### src/data_bank.sv
`default_nettype none

module data_bank #(
    parameter int WORDS = 64
) (
    input  wire logic                     clk,
    input  wire logic                     rst,
    input  wire logic                     en,
    input  wire logic                     we,
    input  wire logic [3:0]               be,
    input  wire logic [$clog2(WORDS)-1:0] word,
    input  wire logic [31:0]              wdata,
    input  wire logic                     advance,
    output logic [31:0]                   rdata
);

    logic [31:0] mem [WORDS];

    ////////////////////
    // Byte lane writes

    always_ff @(posedge clk) begin
        if (en && we) begin
            for (int b = 0; b < 4; b++) begin
                if (be[b]) begin
                    mem[word][8*b +: 8] <= wdata[8*b +: 8];
                end
            end
        end
    end

    ////////////////////
    // Read register

    // Holds while the response side is stalled
    always_ff @(posedge clk) begin
        if (rst) begin
            rdata <= '0;
        end else if (advance && en && !we) begin
            rdata <= mem[word];
        end
    end

endmodule

`default_nettype wire

### config.mk
export PLATFORM = sky130hd
export DESIGN_NAME = data_bank
export DESIGN_NICKNAME = d
export VERILOG_FILES = /design/src/data_bank.sv
export SDC_FILE = /design/constraint.sdc
export NUM_CORES = 2
export LEC_CHECK = 0
export ABC_AREA = 0
export BUFFER_PORTS_ARGS = -buffer_cell sky130_fd_sc_hd__buf_4
export CAP_MARGIN = 20
export CORE_ASPECT_RATIO = 0.7
export CORE_MARGIN = 3
export CORE_UTILIZATION = 57
export DETAILED_ROUTE_END_ITERATION = 7
export PLACE_DENSITY_LB_ADDON = 0.15
export SLEW_MARGIN = 40
export SYNTH_ARGS = -nofsm -noshare
export SYNTH_HDL_FRONTEND = slang
export SYNTH_SLANG_ARGS = --single-unit
### constraint.sdc
create_clock -name clk -period 2.7 [get_ports clk]
set_input_delay 0.675 -clock clk [delete_from_list [all_inputs] [get_ports clk]]
set_output_delay 0.675 -clock clk [all_outputs]
set_load 0.01 [all_outputs]
# Word level (Yosys, flattened, before mapping)
# Memory sizes are Yosys's and may differ from the RTL's. A register that Yosys moved wholly into a read port is not among the register bits.
# Cells that the tools add are included.
dict set report totals {
  register_bits 0
  mem_count 1
  word_cells 17
  out_inout_bits 32
  ramBits 2048
  input_bits 47
}
# name words width read_ports rd_clocked_by_memory_dff write_ports line_no
set mem_list {}
lappend mem_list {mem 64 32 1 1 1 17} ;# logic [31:0] mem [WORDS];
dict set report classes {
  reduce_logical 4
  n_mux 12
}
# op n
set ops {}
lappend ops {{$mux W1} 12}
lappend ops {{$logic_and A1 B1 Y1} 3}
lappend ops {{$logic_not A1 Y1} 1}

# Longest topological paths before layout
dict set report logic_depth {
  ltp_word 3
  depth_mapped 11
  depth_no_buf 6
}

# Worst setup path after synthesis
# OpenSTA, ideal clock, no wires.
dict set report synth_path {
  kind {input port to flip-flop}
  start {in word[2]}
  end {mem mem[59][10] (enable)}
  t_arrival_ns 2.457
  slack_ns -0.140
  setup_ns 0.383
  path_buffers 7
  required_ns 2.317
  cell_stages 8
  cell_sequence {buf_4 > buf_6 > buf_4 > buf_4 > buf_4 > buf_4 > buf_2 > nor3_1}
}
# element line_no
set synth_rtl {}
lappend synth_rtl {{start, declared} 11} ;# input wire logic [$clog2(WORDS)-1:0] word,
lappend synth_rtl {{end, declared} 17}
# Straight into the memory's write port.

==> impl_metrics.json <==
{
  "outcome": "complete, no violations",
  "antenna_found_initial": 5,
  "coreArea_um2": 139000,
  "first_pass_iters": 6,
  "io_pins": 79,
  "cts_setup_buffers": 0,
  "hold_path_class": "in2reg",
  "final_antenna_net_count": 0,
  "cts_sinks": 2080,
  "end_kind": "flip-flop",
  "synth_fp_nets": 4667,
  "p_leak_nw": 32.7,
  "wl_per_cell_um": 33.9,
  "finish.instance_area_um2": 96900,
  "post-place-cells": 7138,
  "synth_flop_cell": "edfxtp_1",
  "hold_buffers": 0,
  "cp_max_fo": 39,
  "drc": 0,
  "synthesis.area_um2": 80800,
  "worstSetupStartpointType": "input pin",
  "rows": 114,
  "ctsResizeCount": 0,
  "setup_tns_ps": 0,
  "portBuffers": 78,
  "final_core_util_pct": 69.5,
  "track_usage_pct": 34.6,
  "initial_core_util_pct": 58.0,
  "viasPerCell": 6.79,
  "tightest_slew_ps": 866,
  "synth_xor_area_share_pct": 0,
  "ys_warn_count": 0,
  "cts_tree": "built",
  "htree_levels": 4,
  "die_x_um": 456,
  "ctsLongestPathBuffers": 3,
  "rsz0062_at_grt": "false",
  "grt_pass1_wl_mm": 361,
  "whs_ps": 415,
  "setup_viol": 0,
  "grt_max_degree": 65,
  "routed_wl_mm": 253,
  "syn_inst": 4620,
  "hpwl_mm": 165,
  "initialDrtViolationCount": 8633,
  "yosys.area.top_type": "edfxtp_1",
  "avgSynthCellArea_um2": 17.5,
  "max_freq_mhz": 416,
  "synth_cell_types": 70,
  "worst_clock_skew_ps": 19.1,
  "critPathArrivalTime_ps": 3080,
  "p_total_mw": 66.4,
  "ys_seq_area_share_pct": 76.9,
  "synth_edf_count": 2048,
  "synth_simple_gate_area_share_pct": 3.22,
  "cts_buffers": 185,
  "ys_async_sr_fraction_pct": 0,
  "clock_latency_ps": 830,
  "relSlewSlack_pct": 42.1,
  "cts_root_buf": "clkbuf_16",
  "fin_nets": 5516,
  "max-vdd-ir-drop_mv": 0.798,
  "hold_viol_final": 0,
  "final_common_cell": "edfxtp_1",
  "synth_top_family_by_area": "compound AO/OA/AOI/OAI gates",
  "die_h_um": 321,
  "min_period_over_period_pct": 89.1,
  "synth_fa_ha_area_share_pct": 0,
  "final_cell_mix": "edfxtp_1 (2,048), buf_4 (847), nor2_1 (348)",
  "dieArea_um2": 146000,
  "synthMuxAreaShare_pct": 8.12,
  "stdcell_count": 7482,
  "pre_cts_ws_ps": -379,
  "timing.final.ws_setup_ps": 295,
  "synth_top_cell_area_share_pct": 76.1,
  "fin_crit_ps": 2400,
  "place_area_um2": 91000,
  "overflow": 0,
  "drive_gt1_share_pct": 28.1,
  "required_ps": 3370,
  "synth-seq-cells": 2080,
  "synth_compound_area_share_pct": 9.65,
  "path_clk_slew_ps": 70,
  "power_density_nw_per_um2": 685,
  "cap_violations": 0,
  "gp_congestion": 0.922,
  "route.vias.total": 50800,
  "worst-setup-path-type": "in2reg",
  "grt_pass1_vias": 48800,
  "areaGrowthSynthToFinish_pct": 19.9,
  "yosys-top-cells-area": "edfxtp_1 (76%), mux2i_1 (3.2%), mux4_2 (2.6%)",
  "maxSlewViolCount": 0
}
-- Yosys cell counts, types with 9 or more instances --
library cell,n
a211oi_1,19
a21oi_1,136
a221o_1,43
a221oi_1,227
a22o_1,46
a22oi_1,177
a311oi_1,14
a31oi_1,19
and2_1,9
and3_1,15
buf_1,35
buf_2,113
buf_4,68
clkbuf_1,113
dfxtp_1,32
edfxtp_1,2048
mux2_2,170
mux2i_1,256
mux4_2,92
nand2_1,143
nand3_1,17
nor2_1,370
nor3_1,18
o2111ai_1,9
o21ai_0,127
o21bai_1,9
o221ai_1,11
o22a_1,21
o22ai_1,110
o2bb2ai_1,19
-- final timing paths --
path | startpoint | end | slack (ps) | cells after the start
worst min register to register | rdata[8] | rdata[8] | 560 | 2
worst max-delay path | word[0] | rdata[15] | 300 | 10
worst max register to register | mem[14][26] | rdata[26] | 490 | 6
worst min-delay path | wdata[31] | mem[46][31] | 410 | 1
-- critical path, stage by stage --
cell and delay, ps:
buf_8 140, buf_12 170, buf_12 190, nand2_1 340, buf_4 200, o22ai_1 120
o31ai_1 290, o2111ai_1 150, nor4_1 600, a311oi_1 170
-- routing by layer --
metal | routed length [um] | track usage (%) | vias up | share of wire, %
met1 | 97100 | 51.2 | 25700 | 38
met4 | 8890 | 11.8 | 2 | 3.5
li1 | - | - | 20600 | -
met5 | 13 | 0 | - | 0.0051
met3 | 37900 | 10.1 | 503 | 15
met2 | 110000 | 49.6 | 4001 | 43
-- state kept, by name, summed over array words and instances, names as in the netlist --
signal and cells:
mem 2048, rdata 32
-- final cells by class --
| class | instances | area, um^2 |
|---|---|---|
| Multi-Input combinational cell | 2201 | 17100 |
| Sequential cell | 2080 | 62100 |
| Clock inverter | 113 | 931 |
| Antenna cell | 4 | 10.0 |
| Inverter | 4 | 25.0 |
| Clock buffer | 227 | 4990 |
| Timing Repair Buffer | 997 | 9350 |
| Fill cell | 9079 | 42600 |
| Tap cell | 1856 | 2320 |
-- where the power goes --
group | leakage (nW) | total [mW] | internal, mW | switching, mW
Sequential | 18.7 | 35.6 | 35.5 | 0.0601
Clock | 2.91 | 26.3 | 14.5 | 11.7
Combinational | 11.1 | 4.55 | 1.66 | 2.89
Total | 32.7 | 66.4 | 51.7 | 14.7
-- cell families after synthesis --
kind of cell,count (synthesis)
flip-flops,2080
buffers and inverters,339
multiplexers,519
AND/OR/NAND/NOR,618
AO/OA/AOI/OAI,1064
Note: power is estimated with default switching activity, not from simulation.
