--- src/lsu_macros.svh ---
`ifndef LSU_MACROS_SVH
`define LSU_MACROS_SVH

// Scratch memory geometry, banks interleaved on word address
`define LSU_NUM_BANKS 4
`define LSU_BANK_WORDS 64

// Request id tag
`define LSU_ID_W 4

// Derived address field widths
`define LSU_BANK_SEL_W ($clog2(`LSU_NUM_BANKS))
`define LSU_WORD_IDX_W ($clog2(`LSU_BANK_WORDS))

// Bits above the scratch range, must be zero for a legal access
`define LSU_ADDR_UPPER_W (32 - `LSU_WORD_IDX_W - `LSU_BANK_SEL_W - 2)

`endif

--- src/lsu_pkg.sv ---
`default_nettype none

`include "lsu_macros.svh"

package lsu_pkg;

    ////////////////////
    // Function codes

    // RV32 load/store funct3, bit 2 marks unsigned loads
    typedef enum logic [2:0] {
        FN3_B  = 3'b000,
        FN3_H  = 3'b001,
        FN3_W  = 3'b010,
        FN3_BU = 3'b100,
        FN3_HU = 3'b101
    } ls_fn3_t;

    ////////////////////
    // Response status

    typedef enum logic [1:0] {
        EXC_NONE         = 2'd0,
        EXC_LD_MISALIGN  = 2'd1,
        EXC_ST_MISALIGN  = 2'd2,
        EXC_ACCESS_FAULT = 2'd3
    } ls_exc_t;

    ////////////////////
    // Address decode

    // Consecutive words land in consecutive banks
    typedef struct packed {
        logic [`LSU_ADDR_UPPER_W-1:0] upper;
        logic [`LSU_WORD_IDX_W-1:0]   word;
        logic [`LSU_BANK_SEL_W-1:0]   bank;
        logic [1:0]                   byte_off;
    } ls_addr_fields_t;

    typedef union packed {
        logic [31:0]     raw;
        ls_addr_fields_t f;
    } ls_addr_u;

endpackage

`default_nettype wire

--- src/lsu_issue.sv ---
`default_nettype none

`include "lsu_macros.svh"

module lsu_issue
    import lsu_pkg::*;
(
    input  wire logic                          clk,
    input  wire logic                          rst,
    input  wire logic                          req_valid,
    input  wire logic                          req_load,
    input  wire ls_fn3_t                       req_fn3,
    input  wire logic [31:0]                   req_base,
    input  wire logic [11:0]                   req_offset,
    input  wire logic [31:0]                   req_wdata,
    input  wire logic [`LSU_ID_W-1:0]          req_id,
    input  wire logic                          advance,
    output logic                               req_ready,
    output logic [`LSU_NUM_BANKS-1:0]          bank_en,
    output logic                               bank_we,
    output logic [3:0]                         bank_be,
    output logic [`LSU_WORD_IDX_W-1:0]         bank_word,
    output logic [31:0]                        bank_wdata,
    output logic                               s1_valid,
    output logic                               s1_load,
    output ls_fn3_t                            s1_fn3,
    output logic [1:0]                         s1_byte,
    output logic [`LSU_BANK_SEL_W-1:0]         s1_bank,
    output logic [`LSU_ID_W-1:0]               s1_id,
    output ls_exc_t                            s1_exc,
    output logic [31:0]                        s1_addr
);

    ls_addr_u addr;
    logic     accept;
    logic     misaligned;
    ls_exc_t  exc;
    logic     access_ok;

    ////////////////////
    // Address generation

    assign addr.raw = req_base + {{20{req_offset[11]}}, req_offset};

    always_comb begin
        case (req_fn3)
            FN3_H, FN3_HU: misaligned = addr.raw[0];
            FN3_W:         misaligned = |addr.raw[1:0];
            default:       misaligned = 1'b0;
        endcase
    end

    // Misalignment reported ahead of a range fault
    always_comb begin
        if (misaligned) begin
            exc = req_load ? EXC_LD_MISALIGN : EXC_ST_MISALIGN;
        end else if (|addr.f.upper) begin
            exc = EXC_ACCESS_FAULT;
        end else begin
            exc = EXC_NONE;
        end
    end

    assign req_ready = advance;
    assign accept    = req_valid && advance;
    assign access_ok = accept && (exc == EXC_NONE);

    ////////////////////
    // Bank side

    for (genvar i = 0; i < `LSU_NUM_BANKS; i++) begin : g_bank_sel
        assign bank_en[i] = access_ok && (addr.f.bank == i);
    end

    assign bank_we   = access_ok && !req_load;
    assign bank_word = addr.f.word;

    // Store lanes follow the low two fn3 bits
    always_comb begin
        case (req_fn3[1:0])
            2'b00: begin
                bank_be    = 4'b0001 << addr.f.byte_off;
                bank_wdata = {4{req_wdata[7:0]}};
            end
            2'b01: begin
                bank_be    = 4'b0011 << {addr.f.byte_off[1], 1'b0};
                bank_wdata = {2{req_wdata[15:0]}};
            end
            default: begin
                bank_be    = 4'b1111;
                bank_wdata = req_wdata;
            end
        endcase
    end

    ////////////////////
    // Attribute stage, moves with the bank read register

    always_ff @(posedge clk) begin
        if (rst) begin
            s1_valid <= 1'b0;
        end else if (advance) begin
            s1_valid <= accept;
        end
    end

    always_ff @(posedge clk) begin
        if (advance) begin
            s1_load <= req_load;
            s1_fn3  <= req_fn3;
            s1_byte <= addr.f.byte_off;
            s1_bank <= addr.f.bank;
            s1_id   <= req_id;
            s1_exc  <= exc;
            s1_addr <= addr.raw;
        end
    end

endmodule

`default_nettype wire

--- config.mk ---
export PLATFORM = sky130hd
export DESIGN_NAME = lsu_issue
export DESIGN_NICKNAME = d
export VERILOG_FILES = /design/src/lsu_pkg.sv /design/src/lsu_issue.sv
export VERILOG_INCLUDE_DIRS = /design/src
export SDC_FILE = /design/constraint.sdc
export NUM_CORES = 1
export LEC_CHECK = 0
export BUFFER_PORTS_ARGS = -buffer_cell sky130_fd_sc_hd__buf_2
export CAP_MARGIN = 15
export CORE_MARGIN = 10
export CORE_UTILIZATION = 48
export CTS_CLUSTER_SIZE = 40
export DETAILED_ROUTE_END_ITERATION = 10
export PLACE_DENSITY = 0.89
export SYNTH_ARGS = -nofsm -noshare
export SYNTH_HDL_FRONTEND = slang
export SYNTH_SLANG_ARGS = --single-unit
--- constraint.sdc ---
create_clock -name clk -period 5.41 [get_ports clk]
set_input_delay 1.082 -clock clk [delete_from_list [all_inputs] [get_ports clk]]
set_output_delay 1.082 -clock clk [all_outputs]
set_load 0.01 [all_outputs]
# [Word level (Yosys, flattened, before mapping)]
# Index checks and enable logic that the tools add are counted.
# W data, S select, Z words.
[word_totals] register_bits=47 inputBits=88 output_inout_bits=95 word_cells=38
[classes] n_addsub=1 n_eq_ne=7 n_shift=2 muxes=6 reduce_logical=14
[op_table] operator="$pmux W32 S2" count=1
[op_table] operator="$add A32 B32 Y32" count=1
[op_table] operator="$reduce_or A22 Y1" count=1
[op_table] operator="$pmux W4 S2" count=1
[op_table] operator="$logic_and A1 B1 Y1" count=7
[op_table] operator="$logic_not A2 Y1" count=3
[op_table] operator="$mux W2" count=3
[op_table] operator="$eq A2 B1 Y1 const B" count=2
[op_table] operator="$eq A2 B2 Y1 const B" count=2
[op_table] operator="$reduce_or A2 Y1" count=2
[op_table] operator="$shl A1 B2 Y4 const A" count=1
[op_table] operator="$shl A2 B2 Y4 const A" count=1
[op_table] operator="$eq A3 B1 Y1 const B" count=1
[op_table] operator="$eq A3 B2 Y1 const B" count=1
[op_table] operator="$eq A3 B3 Y1 const B" count=1
[op_table] operator="$pmux W1 S2" count=1
[op_table] operator="$logic_not A1 Y1" count=1

# [Logic depth before layout (Yosys ltp)]
[logic_depth] depth_word=7 mapped_depth=10 depth_no_buf=10

# [Least setup slack after synthesis]
# Ideal clock, no wire load.
[synth_timing] kind="input port to output port" start="in req_base[0]" end="out bank_en[0]" arrival_ns=4.048 required_time_ns=4.328 slack_ns=0.280 stages=10 path_buffers=0 cell_sequence="ha_1 fa_1 a211oi_1 o21ai_1 or3b_4 a31oi_2 a211o_1 a2111oi_2 or4b_4 nor4_1"
[synth_between] elab_chain_cells=7 elab_cells_between_ends=10 classes_between="add/sub (1); mux (3); reduce/logical (6)"
[synth_rtl] element="start: declaration" line="lsu_issue.sv:13" text="input wire logic [31:0] req_base,"
[synth_rtl] element="$add A32 B32 Y32 (*)" line="lsu_issue.sv:43" text="assign addr.raw = req_base + {{20{req_offset[11]}}, req_offset};"
[synth_rtl] element="$reduce_or A22 Y1 or $reduce_or A2 Y1 (tied branches)" line="lsu_issue.sv:57, lsu_issue.sv:48"
[synth_rtl] element="$mux W2 or $pmux W1 S2 (tied branches)" line="lsu_issue.sv:57, lsu_issue.sv:46"
[synth_rtl] element="$mux W2" line="lsu_issue.sv:55" text="if (misaligned) begin"
[synth_rtl] element="$logic_not A2 Y1" line="lsu_issue.sv:66" text="assign access_ok = accept && (exc == EXC_NONE);"
[synth_rtl] element="$logic_and A1 B1 Y1" line="lsu_issue.sv:66"
[synth_rtl] element="$logic_and A1 B1 Y1 (*)" line="lsu_issue.sv:72" text="assign bank_en[i] = access_ok && (addr.f.bank == i);"
[synth_rtl] element="end: declaration" line="lsu_issue.sv:19" text="output logic [`LSU_NUM_BANKS-1:0] bank_en,"
# Mark *: on every way between the ends. The rest lies on a longest branch, timed or not.

# [Worst setup path in the final report]
[layout_timing] start="in req_offset[11]" end="out bank_en[1]"
[layout_between] elab_chain_cells=7
[layout_rtl] element="start: declaration" line="lsu_issue.sv:14" text="input wire logic [11:0] req_offset,"
[layout_rtl] element="$add A32 B32 Y32" line="lsu_issue.sv:43"
[layout_rtl] element="$reduce_or A22 Y1" line="lsu_issue.sv:57" text="end else if (|addr.f.upper) begin"
[layout_rtl] element="$mux W2" line="lsu_issue.sv:57"
[layout_rtl] element="$mux W2" line="lsu_issue.sv:55"
[layout_rtl] element="$logic_not A2 Y1" line="lsu_issue.sv:66"
[layout_rtl] element="$logic_and A1 B1 Y1" line="lsu_issue.sv:66"
[layout_rtl] element="$logic_and A1 B1 Y1" line="lsu_issue.sv:72"
# No other way between the ends.

==> results by group <==
Run status
  – Outcome: completed

Clocking
  – Root buffer selected by CTS: clkbuf_8
  – Post-CTS Hold Buffers: 0
  – CTS tree: done
  – Clk sinks: 43
  – Clock Latency Late Sink: 280 ps
  – Post-CTS Repair Setup Buffers: 0
  – CTS Buf Count: 5
  – H-tree depth: 2
  – Clock transition at path regs: 80 ps
  – Clk buf depth: 2

Global route
  – GRT Total Usage: 0.209
  – Initial antenna violation count: 0
  – Pin count of the biggest net entering global routing: 45
  – Overflow after GRT: 0
  – Vias in the first global route: 4086
  – First-pass GRT wire length: 21400 um

Synth
  – Synthesized cell area: 0.00400 sq mm
  – Synth Net Count: about 550
  – Post-synthesis register bit count: 43
  – Number of flops mapped to enable cells by yosys: between 40 and 50
  – Synth unique cells: 70
  – Synth async-reset ratio: 0
  – Seq/Total Area, Yosys: 0.320
  – Synth Flop Type: edfxtp_1
  – YS warnings: 0
  – Mapped Avg Cell Area: around 9.4 sq um
  – Mapped Cells: 426

Placed design
  – DP Wirelength: 11700 um
  – Dpl cell area: 0.00506 sq mm
  – Gpl congestion: about 0.92
  – Port bufs: approximately 180

Route
  – Vias per cell: 5.74
  – Detailed Routing Iterations Pass 1: 5
  – Initial DRC count: 392
  – WL/cell: 19.5 um
  – Final wirelength: 14000 um
  – DR DRC count: 0
  – Post-DRT Antenna Nets: 0
  – Total number of vias: 4121

Pwr
  – Share of total power in combinational logic: 0.462
  – P_leak: 2.42 nW
  – Psw: 456 uW
  – Clock share of power: 0.175
  – Switching Fraction: 0.378
  – Cell-internal power: between 700 and 800 uW
  – Total power draw: ~1.2 mW
  – Sequential fraction of design power: 0.363
  – PD cells: approximately 230 mW/mm^2
  – VDD IR max: ~0.11 mV

Floorplanning
  – Die X: 111 um
  – DIE AREA: 0.0124 sq mm
  – I/O pin count: 183
  – Vert. Die Dim: 111 um
  – Initial core utilization: 0.489
  – Core Rows: 33
  – Core area: 0.00818 sq mm

Setup path
  – Worst path cell trace: buf_4 -> buf_4 -> ha_1 -> a21oi_1 -> o21ai_1 -> a211o_1 -> a31o_2 -> a211o_1 -> a2111oi_4 -> or4b_4 -> nor4_4 -> buf_2
  – Max Fanout on Critical Path: 15
  – Setup CP Type: input port to primary output
  – Critical path launch point type: input port
  – Highest-delay cell along the critical path: or4b_4
  – CP peak stage delay: 590 ps
  – Crit end category: primary output
  – Crit path required time: between 4000 and 5000 ps
  – Data arrival, critical path: 4260 ps

STA
  – Fin. Hold Viols: 0
  – Headroom to the max-slew limit: 0.509
  – Achievable Freq: 187 MHz
  – Actual slew at the worst max-slew pin: 733 ps
  – Final Cycle Share: 0.988
  – Final total negative setup slack: 0 ps
  – Fin crit period: 5340 ps
  – Final setup vio count: 0
  – Hold_ws: 469 ps
  – Clk_skew: 0 ps
  – Max Transition Viols Final: 0

Layout
  – Seq. cell area: ~0.0013 sq mm
  – P&R area growth vs syn: 32.5%
  – # diodes: 0
  – Commonest non-fill, non-tap cell in the layout: buf_2
  – Layout Nets: 732
  – Area taken by multi-input logic gates: 0.00258 sq mm
  – FILL cells: about 700
  – Post-route design area: 0.00530 sq mm
  – Share of cells above drive strength 1: 0.447
  – Highest-count cells in the layout ignoring fill and taps: buf_2 (181), nand2_1 (45), edfxtp_1 (42)

Run
  – Max cap viols: 0

Hold path
  – Min-delay worst type: flop to flop
flip-flops by register name, indices dropped and copies added (netlist names):
register and count:
s1_addr 30, s1_bank 1, s1_byte 1, s1_exc 2, s1_fn3 3, s1_id 4
s1_load 1, s1_valid 1
metal layers:
metal | track usage | vias up | wire, um
li1 | - | 1973 | -
met3 | 0.0433 | 24 | 997
met5 | 0 | - | 0
met1 | 0.252 | 1947 | 5710
met2 | 0.360 | 177 | 6960
met4 | 0.0711 | 0 | 325
synth_stat cells, drive strengths merged, types with 3 or more instances:
master   number  area (sq um)
nand2        45           169
edfxtp       42          1260
a21oi        36           203
o21ai        32           164
buf          31           219
ha           31           388
nor2         18          67.6
mux2         17           191
inv          11          41.3
xnor2        11          96.3
xor2         11          96.3
a21o         10          75.1
nand4         9          56.3
mux2i         8          80.1
nand3         8          40.0
o211ai        8          60.1
a211oi        7          52.6
and2          7          45.1
clkbuf        6          22.5
a2111oi       5          68.8
a21boi        5          41.3
a31oi         5          37.5
and3          5          36.3
nor3          5          25.0
nor4          5          31.3
or3           5          31.3
nand2b        4          25.0
a311oi        3          43.8
critical path, delay by kind of cell:
| kind | cells | cell delay, ps |
|---|---|---|
| AOI/OAI and AO/OA | 6 | 1550 |
| and+or+nand+nor | 2 | 810 |
| adders and majority gates | 1 | 310 |
| buffers and inverters | 3 | 500 |
what timing repair did:
action,CTS,global route
gates cloned,0,0
pin swaps,0,4
endpoints found under the hold margin,0,0
setup endpoints to repair,5,5
resized for setup,3,25
final timing paths:
| check | end | slack (ps) | depth (start not counted) | from |
|---|---|---|---|---|
| setup / recovery | bank_en[1] | 70 | 12 | req_offset[11] |
| hold / removal | s1_valid | 470 | 2 | s1_valid |
| hold reg to reg | s1_valid | 470 | 2 | s1_valid |
| setup reg to reg | s1_valid | 4840 | 2 | s1_valid |
layout make-up:
class / instances / share of cell area
Sequential cell: 43 / 0.242
Clock inverter: 3 / 0.00472
Clock buffer: 5 / 0.0130
Multi-Input combinational cell: 335 / 0.487
Inverter: 11 / 0.00779
Tap cell: 105 / 0.0248
Timing Repair Buffer: 216 / 0.220
kinds of logic (layout without fill, tap and decap cells):
family | count (synthesis) | in the layout | share of synthesized area
and+or+nand+nor | 126 | 126 | 0.165
xor gates and xnor gates | 22 | 22 | 0.0482
AOI/OAI and AO/OA | 130 | 130 | 0.226
muxes | 25 | 25 | 0.0679
adders and majority gates | 32 | 32 | 0.102
buffers and inverters | 48 | 235 | 0.0707
DFF | 43 | 43 | 0.320
power groups by stage:
stage	logic [mW]	clock network, mW	registers, mW
5_1_grt	0.602	0.234	0.442
4_1_cts	0.531	0.217	0.438
2_1_floorplan	0.299	0	0.471
6_report	0.558	0.211	0.438
3_5_place_dp	0.527	0	0.446
3_3_place_gp	0.516	0	0.443
metrics by stage:
| step | setup WS [ps] | utilization | cells |
|---|---|---|---|
| floorplan | 280 | - | 426 |
| global placement | -46.7 | 0.619 | 710 |
| detailed placement | -120 | 0.619 | 710 |
| CTS | 5.01 | 0.631 | 718 |
| global route | -38.1 | 0.648 | 718 |
| finish | 66.0 | 0.648 | 718 |
No activity file was read; power rests on OpenSTA's default activity.
