--- src/lsu_macros.svh ---
`ifndef LSU_MACROS_SVH
`define LSU_MACROS_SVH

// Scratch memory geometry, banks interleaved on word address
`define LSU_NUM_BANKS 4
`define LSU_BANK_WORDS 64

// Request id tag
`define LSU_ID_W 4

// Derived address field widths
`define LSU_BANK_SEL_W ($clog2(`LSU_NUM_BANKS))
`define LSU_WORD_IDX_W ($clog2(`LSU_BANK_WORDS))

// Bits above the scratch range, must be zero for a legal access
`define LSU_ADDR_UPPER_W (32 - `LSU_WORD_IDX_W - `LSU_BANK_SEL_W - 2)

`endif

--- src/lsu_pkg.sv ---
`default_nettype none

`include "lsu_macros.svh"

package lsu_pkg;

    ////////////////////
    // Function codes

    // RV32 load/store funct3, bit 2 marks unsigned loads
    typedef enum logic [2:0] {
        FN3_B  = 3'b000,
        FN3_H  = 3'b001,
        FN3_W  = 3'b010,
        FN3_BU = 3'b100,
        FN3_HU = 3'b101
    } ls_fn3_t;

    ////////////////////
    // Response status

    typedef enum logic [1:0] {
        EXC_NONE         = 2'd0,
        EXC_LD_MISALIGN  = 2'd1,
        EXC_ST_MISALIGN  = 2'd2,
        EXC_ACCESS_FAULT = 2'd3
    } ls_exc_t;

    ////////////////////
    // Address decode

    // Consecutive words land in consecutive banks
    typedef struct packed {
        logic [`LSU_ADDR_UPPER_W-1:0] upper;
        logic [`LSU_WORD_IDX_W-1:0]   word;
        logic [`LSU_BANK_SEL_W-1:0]   bank;
        logic [1:0]                   byte_off;
    } ls_addr_fields_t;

    typedef union packed {
        logic [31:0]     raw;
        ls_addr_fields_t f;
    } ls_addr_u;

endpackage

`default_nettype wire

--- src/lsu_load_return.sv ---
`default_nettype none

`include "lsu_macros.svh"

module lsu_load_return
    import lsu_pkg::*;
(
    input  wire logic                          clk,
    input  wire logic                          rst,
    input  wire logic [31:0]                   bank_rdata [`LSU_NUM_BANKS],
    input  wire logic                          s1_valid,
    input  wire logic                          s1_load,
    input  wire ls_fn3_t                       s1_fn3,
    input  wire logic [1:0]                    s1_byte,
    input  wire logic [`LSU_BANK_SEL_W-1:0]    s1_bank,
    input  wire logic [`LSU_ID_W-1:0]          s1_id,
    input  wire ls_exc_t                       s1_exc,
    input  wire logic [31:0]                   s1_addr,
    input  wire logic                          rsp_ready,
    output logic                               advance,
    output logic                               rsp_valid,
    output logic [31:0]                        rsp_data,
    output logic [`LSU_ID_W-1:0]               rsp_id,
    output logic                               rsp_store,
    output ls_exc_t                            rsp_exc,
    output logic [31:0]                        rsp_addr
);

    logic [31:0] word;
    logic [15:0] half;
    logic [7:0]  lane;
    logic [31:0] load_data;

    ////////////////////
    // Lane alignment

    assign word = bank_rdata[s1_bank];
    // Halfword first, then byte within it
    assign half = s1_byte[1] ? word[31:16] : word[15:0];
    assign lane = s1_byte[0] ? half[15:8] : half[7:0];

    always_comb begin
        case (s1_fn3)
            FN3_B:   load_data = {{24{lane[7]}}, lane};
            FN3_H:   load_data = {{16{half[15]}}, half};
            FN3_BU:  load_data = {24'd0, lane};
            FN3_HU:  load_data = {16'd0, half};
            default: load_data = word;
        endcase
    end

    ////////////////////
    // Response register

    assign advance = !rsp_valid || rsp_ready;

    always_ff @(posedge clk) begin
        if (rst) begin
            rsp_valid <= 1'b0;
        end else if (advance) begin
            rsp_valid <= s1_valid;
        end
    end

    // Only clean loads carry data
    always_ff @(posedge clk) begin
        if (advance) begin
            rsp_data  <= (s1_load && s1_exc == EXC_NONE) ? load_data : '0;
            rsp_id    <= s1_id;
            rsp_store <= !s1_load;
            rsp_exc   <= s1_exc;
            rsp_addr  <= s1_addr;
        end
    end

endmodule

`default_nettype wire

--- config.mk ---
export PLATFORM = sky130hd
export DESIGN_NAME = lsu_load_return
export DESIGN_NICKNAME = d
export VERILOG_FILES = /design/src/lsu_pkg.sv /design/src/lsu_load_return.sv
export VERILOG_INCLUDE_DIRS = /design/src
export SDC_FILE = /design/constraint.sdc
export NUM_CORES = 1
export LEC_CHECK = 0
export ABC_CLOCK_PERIOD_IN_PS = 4200
export BUFFER_PORTS_ARGS = -buffer_cell sky130_fd_sc_hd__buf_2
export CAP_MARGIN = 20
export CORE_MARGIN = 2
export CORE_UTILIZATION = 25
export CTS_BUF_LIST = sky130_fd_sc_hd__clkbuf_4 sky130_fd_sc_hd__clkbuf_8
export DETAILED_ROUTE_END_ITERATION = 12
export GPL_TIMING_DRIVEN = 0
export PLACE_DENSITY = 0.62
export RECOVER_POWER = 100
export SLEW_MARGIN = 20
export SYNTH_ARGS = -nofsm -noshare
export SYNTH_HDL_FRONTEND = slang
export SYNTH_SLANG_ARGS = --single-unit
--- constraint.sdc ---
create_clock -name clk -period 4.2 [get_ports clk]
set_input_delay 0.63 -clock clk [delete_from_list [all_inputs] [get_ports clk]]
set_output_delay 0.63 -clock clk [all_outputs]
set_load 0.005 [all_outputs]
### After elaboration in Yosys (flattened, before gate mapping)

Cells that the tools add are included.

* register bits after elaboration: 72
* bits in latches: 0
* bits in writable memories: 0
* memory bits (read-only): 0
* input bits: 178
* output and inout bits: 73
* word-level logic and storage cells: 23
* memories: 0

* add/subtract/negate cells: 0
* multiply operators: 0
* div/mod/pow operators: 0
* order comparisons: 1
* equal/unequal tests: 3
* shifts and indexed selects: 0
* multiplexer cells: 6
* bitwise gates (word level): 1
* reductions and logical operators: 6

Operator list (number)
* case mux 32 bit (4 select lines): 1
* binary-select mux 32 bit (select 2 bit): 1
* two-way mux 32 bit: 2
* two-way mux 16 bit: 1
* two-way mux 8 bit: 1
* equality test 3 bit (second input constant): 2
* equality test 3 x 1 -> 1 bit (second input constant): 1
* greater-or-equal comparator 3 bit (second input constant): 1
* zero test 3 bit: 1
* inverter 2 -> 3 bit: 1
* zero test 1 bit: 2
* zero test 2 bit: 1
* logical AND 1 bit: 1
* logical OR 1 bit: 1

### Longest topological paths before layout

Gate-level depths: netlist of the first run.

* depth after elaboration: 7
* mapped depth: 8
* mapped depth without buffers: 5

### Worst setup path after synthesis of the first run

Ideal clock, no wire load.

* kind: in2out
* start: input port rsp_ready
* end: output port advance
* data arrival time: 2.421 ns
* data required time: 3.570 ns
* slack: 1.149 ns
* stages on the path: 1
* path buffers: 0
* path through: nand2b_1

* cells in the longest elaborated chain, start to end: 1

RTL lines
* start: declaration: RTL line lsu_load_return.sv:19 `input wire logic rsp_ready,`
* logical OR 1 bit: RTL line lsu_load_return.sv:55 `assign advance = !rsp_valid || rsp_ready;`
* end: declaration: RTL line lsu_load_return.sv:20 `output logic advance,`

Every way passes these cells.

### Final worst setup path of the first run

Same ends and word-level chain as after synthesis.

==> results of run 1 <==
[cell usage in the layout (no fill, tap or decap), drive strengths merged]
master / count
a211o: 1
a21oi: 3
a221oi: 7
a31o: 1
a31oi: 25
and2: 1
buf: 210
bufinv: 1
clkbuf: 75
clkinv: 3
clkinvlp: 1
dfxtp: 1
diode: 1
edfxtp: 71
inv: 6
mux2: 10
mux2i: 26
mux4: 30
nand2: 40
nand2b: 9
nand3: 10
nor2: 6
nor2b: 3
nor3: 3
nor3b: 1
nor4: 1
o21a: 5
o21ai: 8
o21bai: 2
o221ai: 1
o22ai: 6
o2bb2ai: 1
or3: 1
or4b: 1
[layout make-up]
cell class / instances / area share
tap: 220 / 0.0471
buffer: 27 / 0.0234
clock buffer: 11 / 0.0249
sequential: 72 / 0.369
inverter: 6 / 0.00386
timing repair buffer: 247 / 0.204
clock inverter: 5 / 0.00964
antenna: 1 / 0.000429
multi-input combinational: 202 / 0.318
[Yosys cell counts (2+ instances only)]
cell type	count
sky130_fd_sc_hd__a21oi_1	3
sky130_fd_sc_hd__a221oi_1	7
sky130_fd_sc_hd__a31oi_1	15
sky130_fd_sc_hd__a31oi_2	10
sky130_fd_sc_hd__buf_1	4
sky130_fd_sc_hd__buf_2	6
sky130_fd_sc_hd__buf_4	4
sky130_fd_sc_hd__buf_6	2
sky130_fd_sc_hd__clkbuf_1	11
sky130_fd_sc_hd__edfxtp_1	71
sky130_fd_sc_hd__inv_1	6
sky130_fd_sc_hd__mux2_1	2
sky130_fd_sc_hd__mux2_2	6
sky130_fd_sc_hd__mux2_4	2
sky130_fd_sc_hd__mux2i_1	26
sky130_fd_sc_hd__mux4_2	30
sky130_fd_sc_hd__nand2_1	40
sky130_fd_sc_hd__nand2b_1	9
sky130_fd_sc_hd__nand3_1	10
sky130_fd_sc_hd__nor2_1	6
sky130_fd_sc_hd__nor2b_1	3
sky130_fd_sc_hd__nor3_1	3
sky130_fd_sc_hd__o21a_1	5
sky130_fd_sc_hd__o21ai_0	7
sky130_fd_sc_hd__o21bai_1	2
sky130_fd_sc_hd__o22ai_1	6
[layer usage]
| layer | wire, um | part of all wire | GRT usage | up-vias |
|---|---|---|---|---|
| li1 | - | - | - | 1746 |
| met3 | 1140 | 0.078 | 0.0342 | 20 |
| met2 | 7100 | 0.48 | 0.281 | 217 |
| met1 | 6080 | 0.42 | 0.197 | 1751 |
| met5 | 20 | 0.0014 | 0 | - |
| met4 | 301 | 0.021 | 0.0591 | 2 |
[worst max-delay path by stage]
stage	end	slack, ns	depth (start not counted)
6_report	advance	1.09	4
4_1_cts	rsp_data[21]	1.67	8
3_3_place_gp	advance	0.13	3
5_1_grt	advance	0.86	4
3_5_place_dp	rsp_data[21]	1.29	8
2_1_floorplan	advance	1.15	1
[through the flow]
stage                util  hold WS [ns]  instances  setup WS [ns]
finish              0.355         0.444        791           1.09
global route        0.354         0.422        790          0.859
CTS                 0.359         0.416        790           1.67
detailed placement  0.347         0.791        774           1.29
global placement    0.345         0.791        773          0.129
floorplan               -         0.699        307           1.15
[power by group]
part / switching (W) / internal (W) / total (W)
clock: 0.000245 / 0.000296 / 0.000541
sequential: 0.0000126 / 0.000842 / 0.000855
combinational: 0.000196 / 0.000184 / 0.000380
total: 0.000454 / 0.00132 / 0.00178
[registers in the layout (all words and copies together), names as in the netlist]
register	cells
rsp_addr	32
rsp_data	32
rsp_exc	2
rsp_id	4
rsp_store	1
rsp_valid	1
[cell families after synthesis]
family / Yosys count / share of synthesized area
AOI/OAI and AO/OA: 60 / 0.110
buffers and inverters: 33 / 0.0386
DFF: 72 / 0.515
muxes: 66 / 0.253
and+or+nand+nor: 76 / 0.0835
[worst max-delay path: cells and delay by family]
family | cells | cell delay, ns
AND/OR/NAND/NOR | 1 | 1.28
buffers and inverters | 3 | 0.54
==> qor.csv, run 1 <==
metric,value,unit
outcome,"finished, violations left",
failing checks,"max-capacitance violations, max-slew violations",
maximum resistive drop on vdd,0.000127,V
remaining global-route overflow,0,
cell type of the slowest stage on the worst timing path,sky130_fd_sc_hd__nand2b_1,
I/O pins,251,
number of input and output port buffers inserted,246,
transition time at the pin with the least slew margin,1.77,ns
mean number of vias per cell,4.72,
clock tree from TritonCTS,done,
number of endpoints with negative hold slack in the final report,0,
signed area change from the synthesized netlist to the final layout,39.7,%
global-route wire length before repair,21.7,mm
number of enable flip-flop cells after synthesis,71,
latest clock arrival within the worst-skew pair,0.34,ns
Worst Path Max Fanout,37,
Yosys warning total,0,
instance count of the mapped netlist,307,
routability congestion estimate from global placement,0.841,
clock period minus final worst setup slack,3.11,ns
Root Buffer,sky130_fd_sc_hd__clkbuf_8,
antenna violation net count after detailed routing,0,
layout filler cell count,1688,
number of nets in the layout,743,
sequential standard cell area,2150,sq um
# setup viols final,0,
TritonCTS Sinks,72,
sequential-to-total area share from yosys stat,0.515,
pins over their slew limit,37,
largest stage delay on the critical path,1.28,ns
final routed wire length divided by cell count,18.5,um
layout cell share with drive strength beyond 1,0.475,
number of synthesized register bits,72,
worst hold stages,2,
data arrival at the endpoint of the critical path,2.48,ns
"Critical Path, Cell by Cell",buf_2 > nand2b_1 > buf_12 > clkbuf_1,
Synth area leader,sky130_fd_sc_hd__edfxtp_1,
CTS resizes,0,
fraction of registers with async set/reset,0,
CTS HTree Levels,3,
Post-Syn Nets,485,
largest net degree at the start of global routing,38,
dominant register cell in the synthesized netlist,sky130_fd_sc_hd__edfxtp_1,
cell area after synthesis,4180,sq um
number of CTS-inserted buffers,9,
Pwr Total,0.00178,W
CP Launch Type,primary input,
setup TNS,0,ns
critical path capture point type,primary output,
floorplan die width,133,um
number of vias in the routed layout,3736,
start of the worst register-to-register path,rsp_valid,
detailed-routing iteration count for the pre-antenna-repair pass,4,
WP data required,3.57,ns
buffers inserted by post-CTS timing repair,0,
average cell area after synthesis,13.6,sq um
reg2reg path depth,2,
maximum root-to-sink buffer count,2,
die area,17800,sq um
Max transition margin,-0.177,
via count of the first global-routing pass,3824,
antenna violations before repair,1,
worst setup path startpoint,rsp_ready,
"Non-Filler Cell Area, Final",5840,sq um
multi-input combinational cell area,1860,sq um
class of the tightest hold or removal check,in2reg,
reported max-cap violation count,1,
cts hold-fix bufs,0,
number of violations reported at the end of detailed-routing iteration 0,173,
total wire length,14.6,mm
Die Y,133,um
worst clock skew,0.00605,ns
dominant cells by area after synthesis,"sky130_fd_sc_hd__edfxtp_1, sky130_fd_sc_hd__mux4_2, sky130_fd_sc_hd__mux2i_1",
power density normalized to cell area,304,nW/um^2
startpoint of the worst hold path,rst,
total core area,16500,sq um
initial standard-cell utilization of the core,0.254,
internal reg-to-reg setup slack,2.01,ns
Cell variety after synth,37,
total global routing track utilization,0.161,
end point of the most critical hold path,rsp_valid,
HPWL after detailed placement,12.5,mm
FF-to-FF End,rsp_addr[26],
maximum clock frequency,0.322,GHz
number of design rule violations left after detail routing,0,
standby leakage power,2.47,nW
clock-pin slew on the worst setup and hold paths,0.07,ns
final period utilization,0.739,
critical path start-end classification,in2out,
share of the synthesized area in the top cell type,0.510,
total placed instance area,5710,sq um
num rows,47,
setup repair after global routing missed its margin,false,
Note: power is estimated with default switching activity, not from simulation.
==> run 2, diff against run 1 <==
--- a/config.mk
+++ b/config.mk
@@ -6,7 +6,7 @@
 export SDC_FILE = /design/constraint.sdc
 export NUM_CORES = 1
 export LEC_CHECK = 0
-export ABC_CLOCK_PERIOD_IN_PS = 4200
+export ABC_CLOCK_PERIOD_IN_PS = 2840
 export BUFFER_PORTS_ARGS = -buffer_cell sky130_fd_sc_hd__buf_2
 export CAP_MARGIN = 20
 export CORE_MARGIN = 2
@@ -14,7 +14,7 @@
 export CTS_BUF_LIST = sky130_fd_sc_hd__clkbuf_4 sky130_fd_sc_hd__clkbuf_8
 export DETAILED_ROUTE_END_ITERATION = 12
 export GPL_TIMING_DRIVEN = 0
-export PLACE_DENSITY = 0.62
+export PLACE_DENSITY = 0.64
 export RECOVER_POWER = 100
 export SLEW_MARGIN = 20
 export SYNTH_ARGS = -nofsm -noshare
==> constraint.sdc (replaced) <==
create_clock -name clk -period 2.84 [get_ports clk]
set_input_delay 0.426 -clock clk [delete_from_list [all_inputs] [get_ports clk]]
set_output_delay 0.426 -clock clk [all_outputs]
set_load 0.005 [all_outputs]
==> run 2 against run 1 <==
- the run now ends clean
- count of clock-buffer cells in the layout is 1 lower
- flip-flop and latch count stayed put
- hold slack worse by 0.19 ns
- register-to-register slack worse by 0.89 ns
- largest cell class unchanged
- highest routed layer is now met4
==> qor.csv, run 2 (synthesis results as in run 1) <==
metric,value,unit,change
critical path capture point type,flip-flop,,
startpoint of the worst hold path,rst,,
CTS HTree Levels,3,,unchanged
CP Launch Type,primary input,,
buffers inserted by post-CTS timing repair,0,,unchanged
transition time at the pin with the least slew margin,1.05,ns,-0.716 ns
Worst Path Max Fanout,10,,-73%
floorplan die width,133,um,unchanged
critical path start-end classification,in2reg,,
internal reg-to-reg setup slack,1.12,ns,-0.89 ns
layout cell share with drive strength beyond 1,0.482,,+0.00702
maximum clock frequency,0.429,GHz,
# setup viols final,0,,unchanged
signed area change from the synthesized netlist to the final layout,40.4,%,
number of violations reported at the end of detailed-routing iteration 0,144,,-17%
antenna violation net count after detailed routing,0,,unchanged
routability congestion estimate from global placement,0.883,,+5.0%
worst hold stages,2,,unchanged
global-route wire length before repair,20.5,mm,-5.8%
"leading cell type in the layout, fill and taps excluded",sky130_fd_sc_hd__buf_2,,
die area,17800,sq um,unchanged
mean number of vias per cell,4.63,,-2.0%
maximum root-to-sink buffer count,2,,unchanged
clock period minus final worst setup slack,2.33,ns,
clock tree from TritonCTS,done,,
worst clock skew,0.0124,ns,+0.00630 ns
initial standard-cell utilization of the core,0.254,,unchanged
share of power burned in the clock network,0.341,,+0.036
latest clock arrival within the worst-skew pair,0.34,ns,about the same
FF-to-FF End,rsp_addr[31],,
total wire length,13.8,mm,-6.0%
num rows,47,,unchanged
pins over their slew limit,0,,-100%
total core area,16500,sq um,unchanged
final routed wire length divided by cell count,17.4,um,-5.9%
remaining global-route overflow,0,,unchanged
via count of the first global-routing pass,3713,,-2.9%
Combinational Power Share,0.202,,-0.012
proportion of power drawn by flip-flops and latches,0.457,,-0.024
number of CTS-inserted buffers,9,,unchanged
Die Y,133,um,unchanged
Max transition margin,0.301,,+0.478
setup TNS,0,ns,unchanged
standby leakage power,2.50,nW,+1.3%
Net Sw Frac,0.237,,-0.0182
reg2reg path depth,2,,unchanged
power density normalized to cell area,471,nW/um^2,+55%
data arrival at the endpoint of the critical path,2.44,ns,-0.04 ns
Regs by FF count,"rsp_addr: 32 flops, rsp_data: 32 flops, rsp_id: 4 flops",,
TritonCTS Sinks,72,,unchanged
end point of the most critical hold path,rsp_valid,,
class of the tightest hold or removal check,in2reg,,
switching power summed over all nets,0.000656,W,+45%
maximum resistive drop on vdd,0.000233,V,+83%
number of input and output port buffers inserted,246,,unchanged
detailed-routing iteration count for the pre-antenna-repair pass,5,,+1
final antenna diode count,0,,-1
worst hold-check slack,0.249,ns,-0.195 ns
I/O pins,251,,unchanged
cts hold-fix bufs,0,,unchanged
clock-pin slew on the worst setup and hold paths,0.07,ns,about the same
CTS resizes,0,,unchanged
number of design rule violations left after detail routing,0,,unchanged
Root Buffer,sky130_fd_sc_hd__clkbuf_8,,
WP data required,2.94,ns,-0.63 ns
start of the worst register-to-register path,rsp_valid,,
outcome,finished clean,,
number of nets in the layout,743,,unchanged
largest net degree at the start of global routing,54,,+42%
antenna violations before repair,0,,-1
"commonest cells after routing, fill and taps aside","sky130_fd_sc_hd__buf_2, sky130_fd_sc_hd__edfxtp_1, sky130_fd_sc_hd__clkbuf_1",,
HPWL after detailed placement,11.5,mm,-7.4%
number of endpoints with negative hold slack in the final report,0,,unchanged
final period utilization,0.821,,
setup repair after global routing missed its margin,false,,
total global routing track utilization,0.153,,-0.00814
reported max-cap violation count,0,,-1
number of vias in the routed layout,3657,,-2.1%
Internal,0.00211,W,+59%
## run 2: cell count changes in the layout (fill, tap and decap cells not counted), moves of 2 or more
cell and delta:
sky130_fd_sc_hd__clkbuf_1 -5, sky130_fd_sc_hd__a31oi_1 +3, sky130_fd_sc_hd__buf_2 +6, sky130_fd_sc_hd__a31oi_2 -3, sky130_fd_sc_hd__bufinv_16 +2
## run 2: power groups by stage
stage	sequential, W	clock [W]	combinational (W)
final	0.00126	0.000942	0.000560
after global routing	0.00127	0.00102	0.000615
after CTS	0.00126	0.000977	0.000581
after detailed placement	0.00129	0	0.000579
after global placement	0.00129	0	0.000569
after floorplan	0.00130	0	0.000275
## run 2: per-layer routing
layer	GRT usage	part of all wire
met5	0	0
met1	0.187	0.42
met3	0.0316	0.071
met2	0.267	0.49
met4	0.0544	0.018
## run 2: metrics by stage
step	instances	cell area, sq um	total power [W]	setup WS [ns]	utilization
after floorplan	307	4180	0.00157	0.180	-
after global placement	773	5690	0.00186	-0.929	0.345
after detailed placement	774	5720	0.00187	0.141	0.347
after CTS	790	5960	0.00282	0.526	0.362
after global routing	790	5870	0.00291	0.307	0.357
final	790	5870	0.00276	0.508	0.357
## run 2: layout make-up
type	instances	area, sq um
Sequential cell	72	2150
Clock buffer	10	131
Buffer	27	139
Fill cell	1684	10600
Tap cell	220	275
Timing Repair Buffer	247	1200
Multi-Input combinational cell	202	1840
Inverter	6	22.5
Clock inverter	6	108
## run 2: critical path: stages
cell and delay, ns:
sky130_fd_sc_hd__clkbuf_1 0.21, sky130_fd_sc_hd__buf_2 0.32, sky130_fd_sc_hd__clkbuf_1 0.60, sky130_fd_sc_hd__mux4_2 0.45, sky130_fd_sc_hd__a221oi_1 0.43
## run 2: worst max path at each step
stage | slack, ns | depth (start not counted) | endpoint | start
detailed placement | 0.14 | 8 | rsp_data[3] | s1_bank[0]
CTS | 0.53 | 8 | rsp_data[3] | s1_bank[0]
floorplan | 0.18 | 1 | rsp_addr[0] | rsp_ready
global route | 0.31 | 3 | advance | rsp_valid
global placement | -0.93 | 3 | advance | rsp_ready
finish | 0.51 | 5 | rsp_data[10] | s1_bank[1]
==> run 3, diff against run 2 <==
--- a/config.mk
+++ b/config.mk
@@ -6,7 +6,7 @@
 export SDC_FILE = /design/constraint.sdc
 export NUM_CORES = 1
 export LEC_CHECK = 0
-export ABC_CLOCK_PERIOD_IN_PS = 2840
+export ABC_CLOCK_PERIOD_IN_PS = 2400
 export BUFFER_PORTS_ARGS = -buffer_cell sky130_fd_sc_hd__buf_2
 export CAP_MARGIN = 20
 export CORE_MARGIN = 2
@@ -14,7 +14,7 @@
 export CTS_BUF_LIST = sky130_fd_sc_hd__clkbuf_4 sky130_fd_sc_hd__clkbuf_8
 export DETAILED_ROUTE_END_ITERATION = 12
 export GPL_TIMING_DRIVEN = 0
-export PLACE_DENSITY = 0.64
+export PLACE_DENSITY = 0.62
 export RECOVER_POWER = 100
 export SLEW_MARGIN = 20
 export SYNTH_ARGS = -nofsm -noshare
==> constraint.sdc (replaced) <==
create_clock -name clk -period 2.4 [get_ports clk]
set_input_delay 0.36 -clock clk [delete_from_list [all_inputs] [get_ports clk]]
set_output_delay 0.36 -clock clk [all_outputs]
set_load 0.005 [all_outputs]
==> run 3 against run 2 <==
- via count is 1.8% higher
- power is 15% higher
- register-to-register slack worse by 0.87 ns
- non-clock buffer count stayed put
- critical endpoint unchanged
- core utilization is 0.27 points lower
- flip-flop and latch count stayed put
- clock power is 6% higher
- combinational power is 19% higher
==> qor.csv, run 3 (synthesis results as in run 1) <==
metric,value,unit,change
number of violations reported at the end of detailed-routing iteration 0,130,,-9.7%
number of input and output port buffers inserted,246,,unchanged
Regs by FF count,"rsp_addr: 32 flops, rsp_data: 32 flops, rsp_id: 4 flops",,
CP Launch Type,primary input,,
TritonCTS Sinks,72,,unchanged
Max transition margin,0.372,,+0.0715
antenna violations before repair,0,,unchanged
power density normalized to cell area,543,nW/um^2,+15%
routability congestion estimate from global placement,0.820,,-7.1%
buffer and inverter count on the worst path,3,,unchanged
FF-to-FF End,rsp_data[19],,
setup repair after global routing missed its margin,false,,
mean number of vias per cell,4.71,,+1.8%
remaining global-route overflow,0,,unchanged
number of CTS-inserted buffers,9,,unchanged
number of nets in the layout,743,,unchanged
"number of placed instances, taps included",774,,unchanged
final period utilization,0.930,,
Die Y,133,um,unchanged
cell type of the slowest stage on the worst timing path,sky130_fd_sc_hd__mux4_2,,
maximum clock frequency,0.448,GHz,
maximum resistive drop on vdd,0.000240,V,+2.7%
clock tree from TritonCTS,done,,
cts hold-fix bufs,0,,unchanged
Worst path top cell family by delay,buffers and inverters,,
CTS HTree Levels,3,,unchanged
multi-input combinational cell area,1850,sq um,+0.34%
worst setup path startpoint,s1_byte[1],,
total wire length,14.7,mm,+7.1%
sequential standard cell area,2150,sq um,unchanged
Worst Path Max Fanout,10,,unchanged
WP data required,2.55,ns,-0.39 ns
detailed-routing iteration count for the pre-antenna-repair pass,4,,-1
CTS resizes,0,,unchanged
final non-filler cell total,790,,unchanged
via count of the first global-routing pass,3944,,+6.2%
largest net degree at the start of global routing,42,,-22%
Pwr Total,0.00317,W,+15%
clock-pin slew on the worst setup and hold paths,0.08,ns,about the same
total core area,16500,sq um,unchanged
die area,17800,sq um,unchanged
internal reg-to-reg setup slack,0.25,ns,-0.87 ns
standby leakage power,2.49,nW,-0.61%
"Critical Path, Cell by Cell",clkbuf_2 > inv_1 > clkbuf_1 > mux4_2 > a221oi_1,,
"Non-Filler Cell Area, Final",5830,sq um,-0.75%
transition time at the pin with the least slew margin,0.942,ns,-0.107 ns
critical path capture point type,flip-flop,,
HPWL after detailed placement,12.4,mm,+7.7%
worst hold-check slack,0.185,ns,-0.0636 ns
worst hold stages,1,,-1
latest clock arrival within the worst-skew pair,0.34,ns,about the same
total placed instance area,5710,sq um,-0.13%
maximum root-to-sink buffer count,2,,unchanged
clock period minus final worst setup slack,2.23,ns,
floorplan die width,133,um,unchanged
"leading cell type in the layout, fill and taps excluded",sky130_fd_sc_hd__buf_2,,
reported max-cap violation count,0,,unchanged
buffers inserted by post-CTS timing repair,0,,unchanged
worst clock skew,0.00873,ns,-0.00363 ns
global-route wire length before repair,22.0,mm,+7.3%
Root Buffer,sky130_fd_sc_hd__clkbuf_8,,
class of the tightest hold or removal check,in2reg,,
pins over their slew limit,0,,unchanged
cell depth of the worst setup path,5,,unchanged
critical path start-end classification,in2reg,,
startpoint of the worst hold path,s1_id[1],,
layout cell share with drive strength beyond 1,0.486,,+0.00351
total global routing track utilization,0.163,,+0.0100
num rows,47,,unchanged
final antenna diode count,0,,unchanged
final routed wire length divided by cell count,18.7,um,+7.1%
layout filler cell count,1732,,+2.9%
antenna violation net count after detailed routing,0,,unchanged
reg2reg path depth,2,,unchanged
initial standard-cell utilization of the core,0.254,,unchanged
post-route core utilization,0.354,,-0.00266
number of vias in the routed layout,3721,,+1.8%
data arrival at the endpoint of the critical path,2.38,ns,-0.06 ns
largest stage delay on the critical path,0.64,ns,+0.04 ns
signed area change from the synthesized netlist to the final layout,39.4,%,
capturing instance or port of the critical path,rsp_data[10],,
I/O pins,251,,unchanged
# setup viols final,0,,unchanged
start of the worst register-to-register path,rsp_valid,,
"commonest cells after routing, fill and taps aside","sky130_fd_sc_hd__buf_2, sky130_fd_sc_hd__edfxtp_1, sky130_fd_sc_hd__clkbuf_1",,
number of endpoints with negative hold slack in the final report,0,,unchanged
number of design rule violations left after detail routing,0,,unchanged
outcome,finished clean,,
[run 3: cell count changes in the layout (fill, tap and decap cells not counted)]
| cell | change |
|---|---|
| sky130_fd_sc_hd__clkbuf_2 | +4 |
| sky130_fd_sc_hd__buf_2 | -2 |
| sky130_fd_sc_hd__buf_1 | -1 |
| sky130_fd_sc_hd__buf_16 | -1 |
| sky130_fd_sc_hd__bufinv_16 | -1 |
| sky130_fd_sc_hd__clkbuf_4 | -1 |
| sky130_fd_sc_hd__clkinv_1 | +1 |
| sky130_fd_sc_hd__clkinv_2 | +1 |
| sky130_fd_sc_hd__mux2i_1 | -1 |
| sky130_fd_sc_hd__mux2i_2 | +1 |
| sky130_fd_sc_hd__nand2b_1 | -1 |
| sky130_fd_sc_hd__nand2b_2 | +1 |
[run 3: per-stage QoR]
step                setup WS (ns)  TNS (ns)
floorplan                   0.287         0
global placement           -0.262     -3.92
detailed placement         -0.242     -3.71
CTS                         0.147         0
global route              0.00893         0
finish                      0.168         0
[run 3: routing by layer]
layer / part of all wire / global-route usage
met1: 0.41 / 0.192
met2: 0.51 / 0.296
met3: 0.070 / 0.0335
met4: 0.014 / 0.0526
met5: 0 / 0
[run 3: report_power, final]
| part | switching (W) | internal, W | total (W) | leakage, nW |
|---|---|---|---|---|
| combinational | 0.000345 | 0.000322 | 0.000667 | 1.60 |
| clock | 0.000425 | 0.000575 | 0.00100 | 0.106 |
| sequential | 0.0000231 | 0.00147 | 0.00150 | 0.781 |
[run 3: final cells by class]
type                            count  area share
Timing Repair Buffer              247       0.202
Buffer                             27      0.0238
Clock inverter                      7      0.0148
Multi-Input combinational cell    202       0.317
Sequential cell                    72       0.369
Clock buffer                        9      0.0213
Tap cell                          220      0.0472
Inverter                            6     0.00387
[run 3: worst min-delay path by stage]
stage	to
2_1_floorplan	rsp_valid
3_3_place_gp	rsp_id[1]
3_5_place_dp	rsp_addr[27]
4_1_cts	rsp_id[1]
5_1_grt	rsp_id[1]
6_report	rsp_id[1]
[run 3: worst register-to-register path, stage by stage (launching register included)]
cell,delay (ns)
sky130_fd_sc_hd__dfxtp_1,0.32
sky130_fd_sc_hd__nand2b_2,0.66
sky130_fd_sc_hd__clkbuf_2,0.79
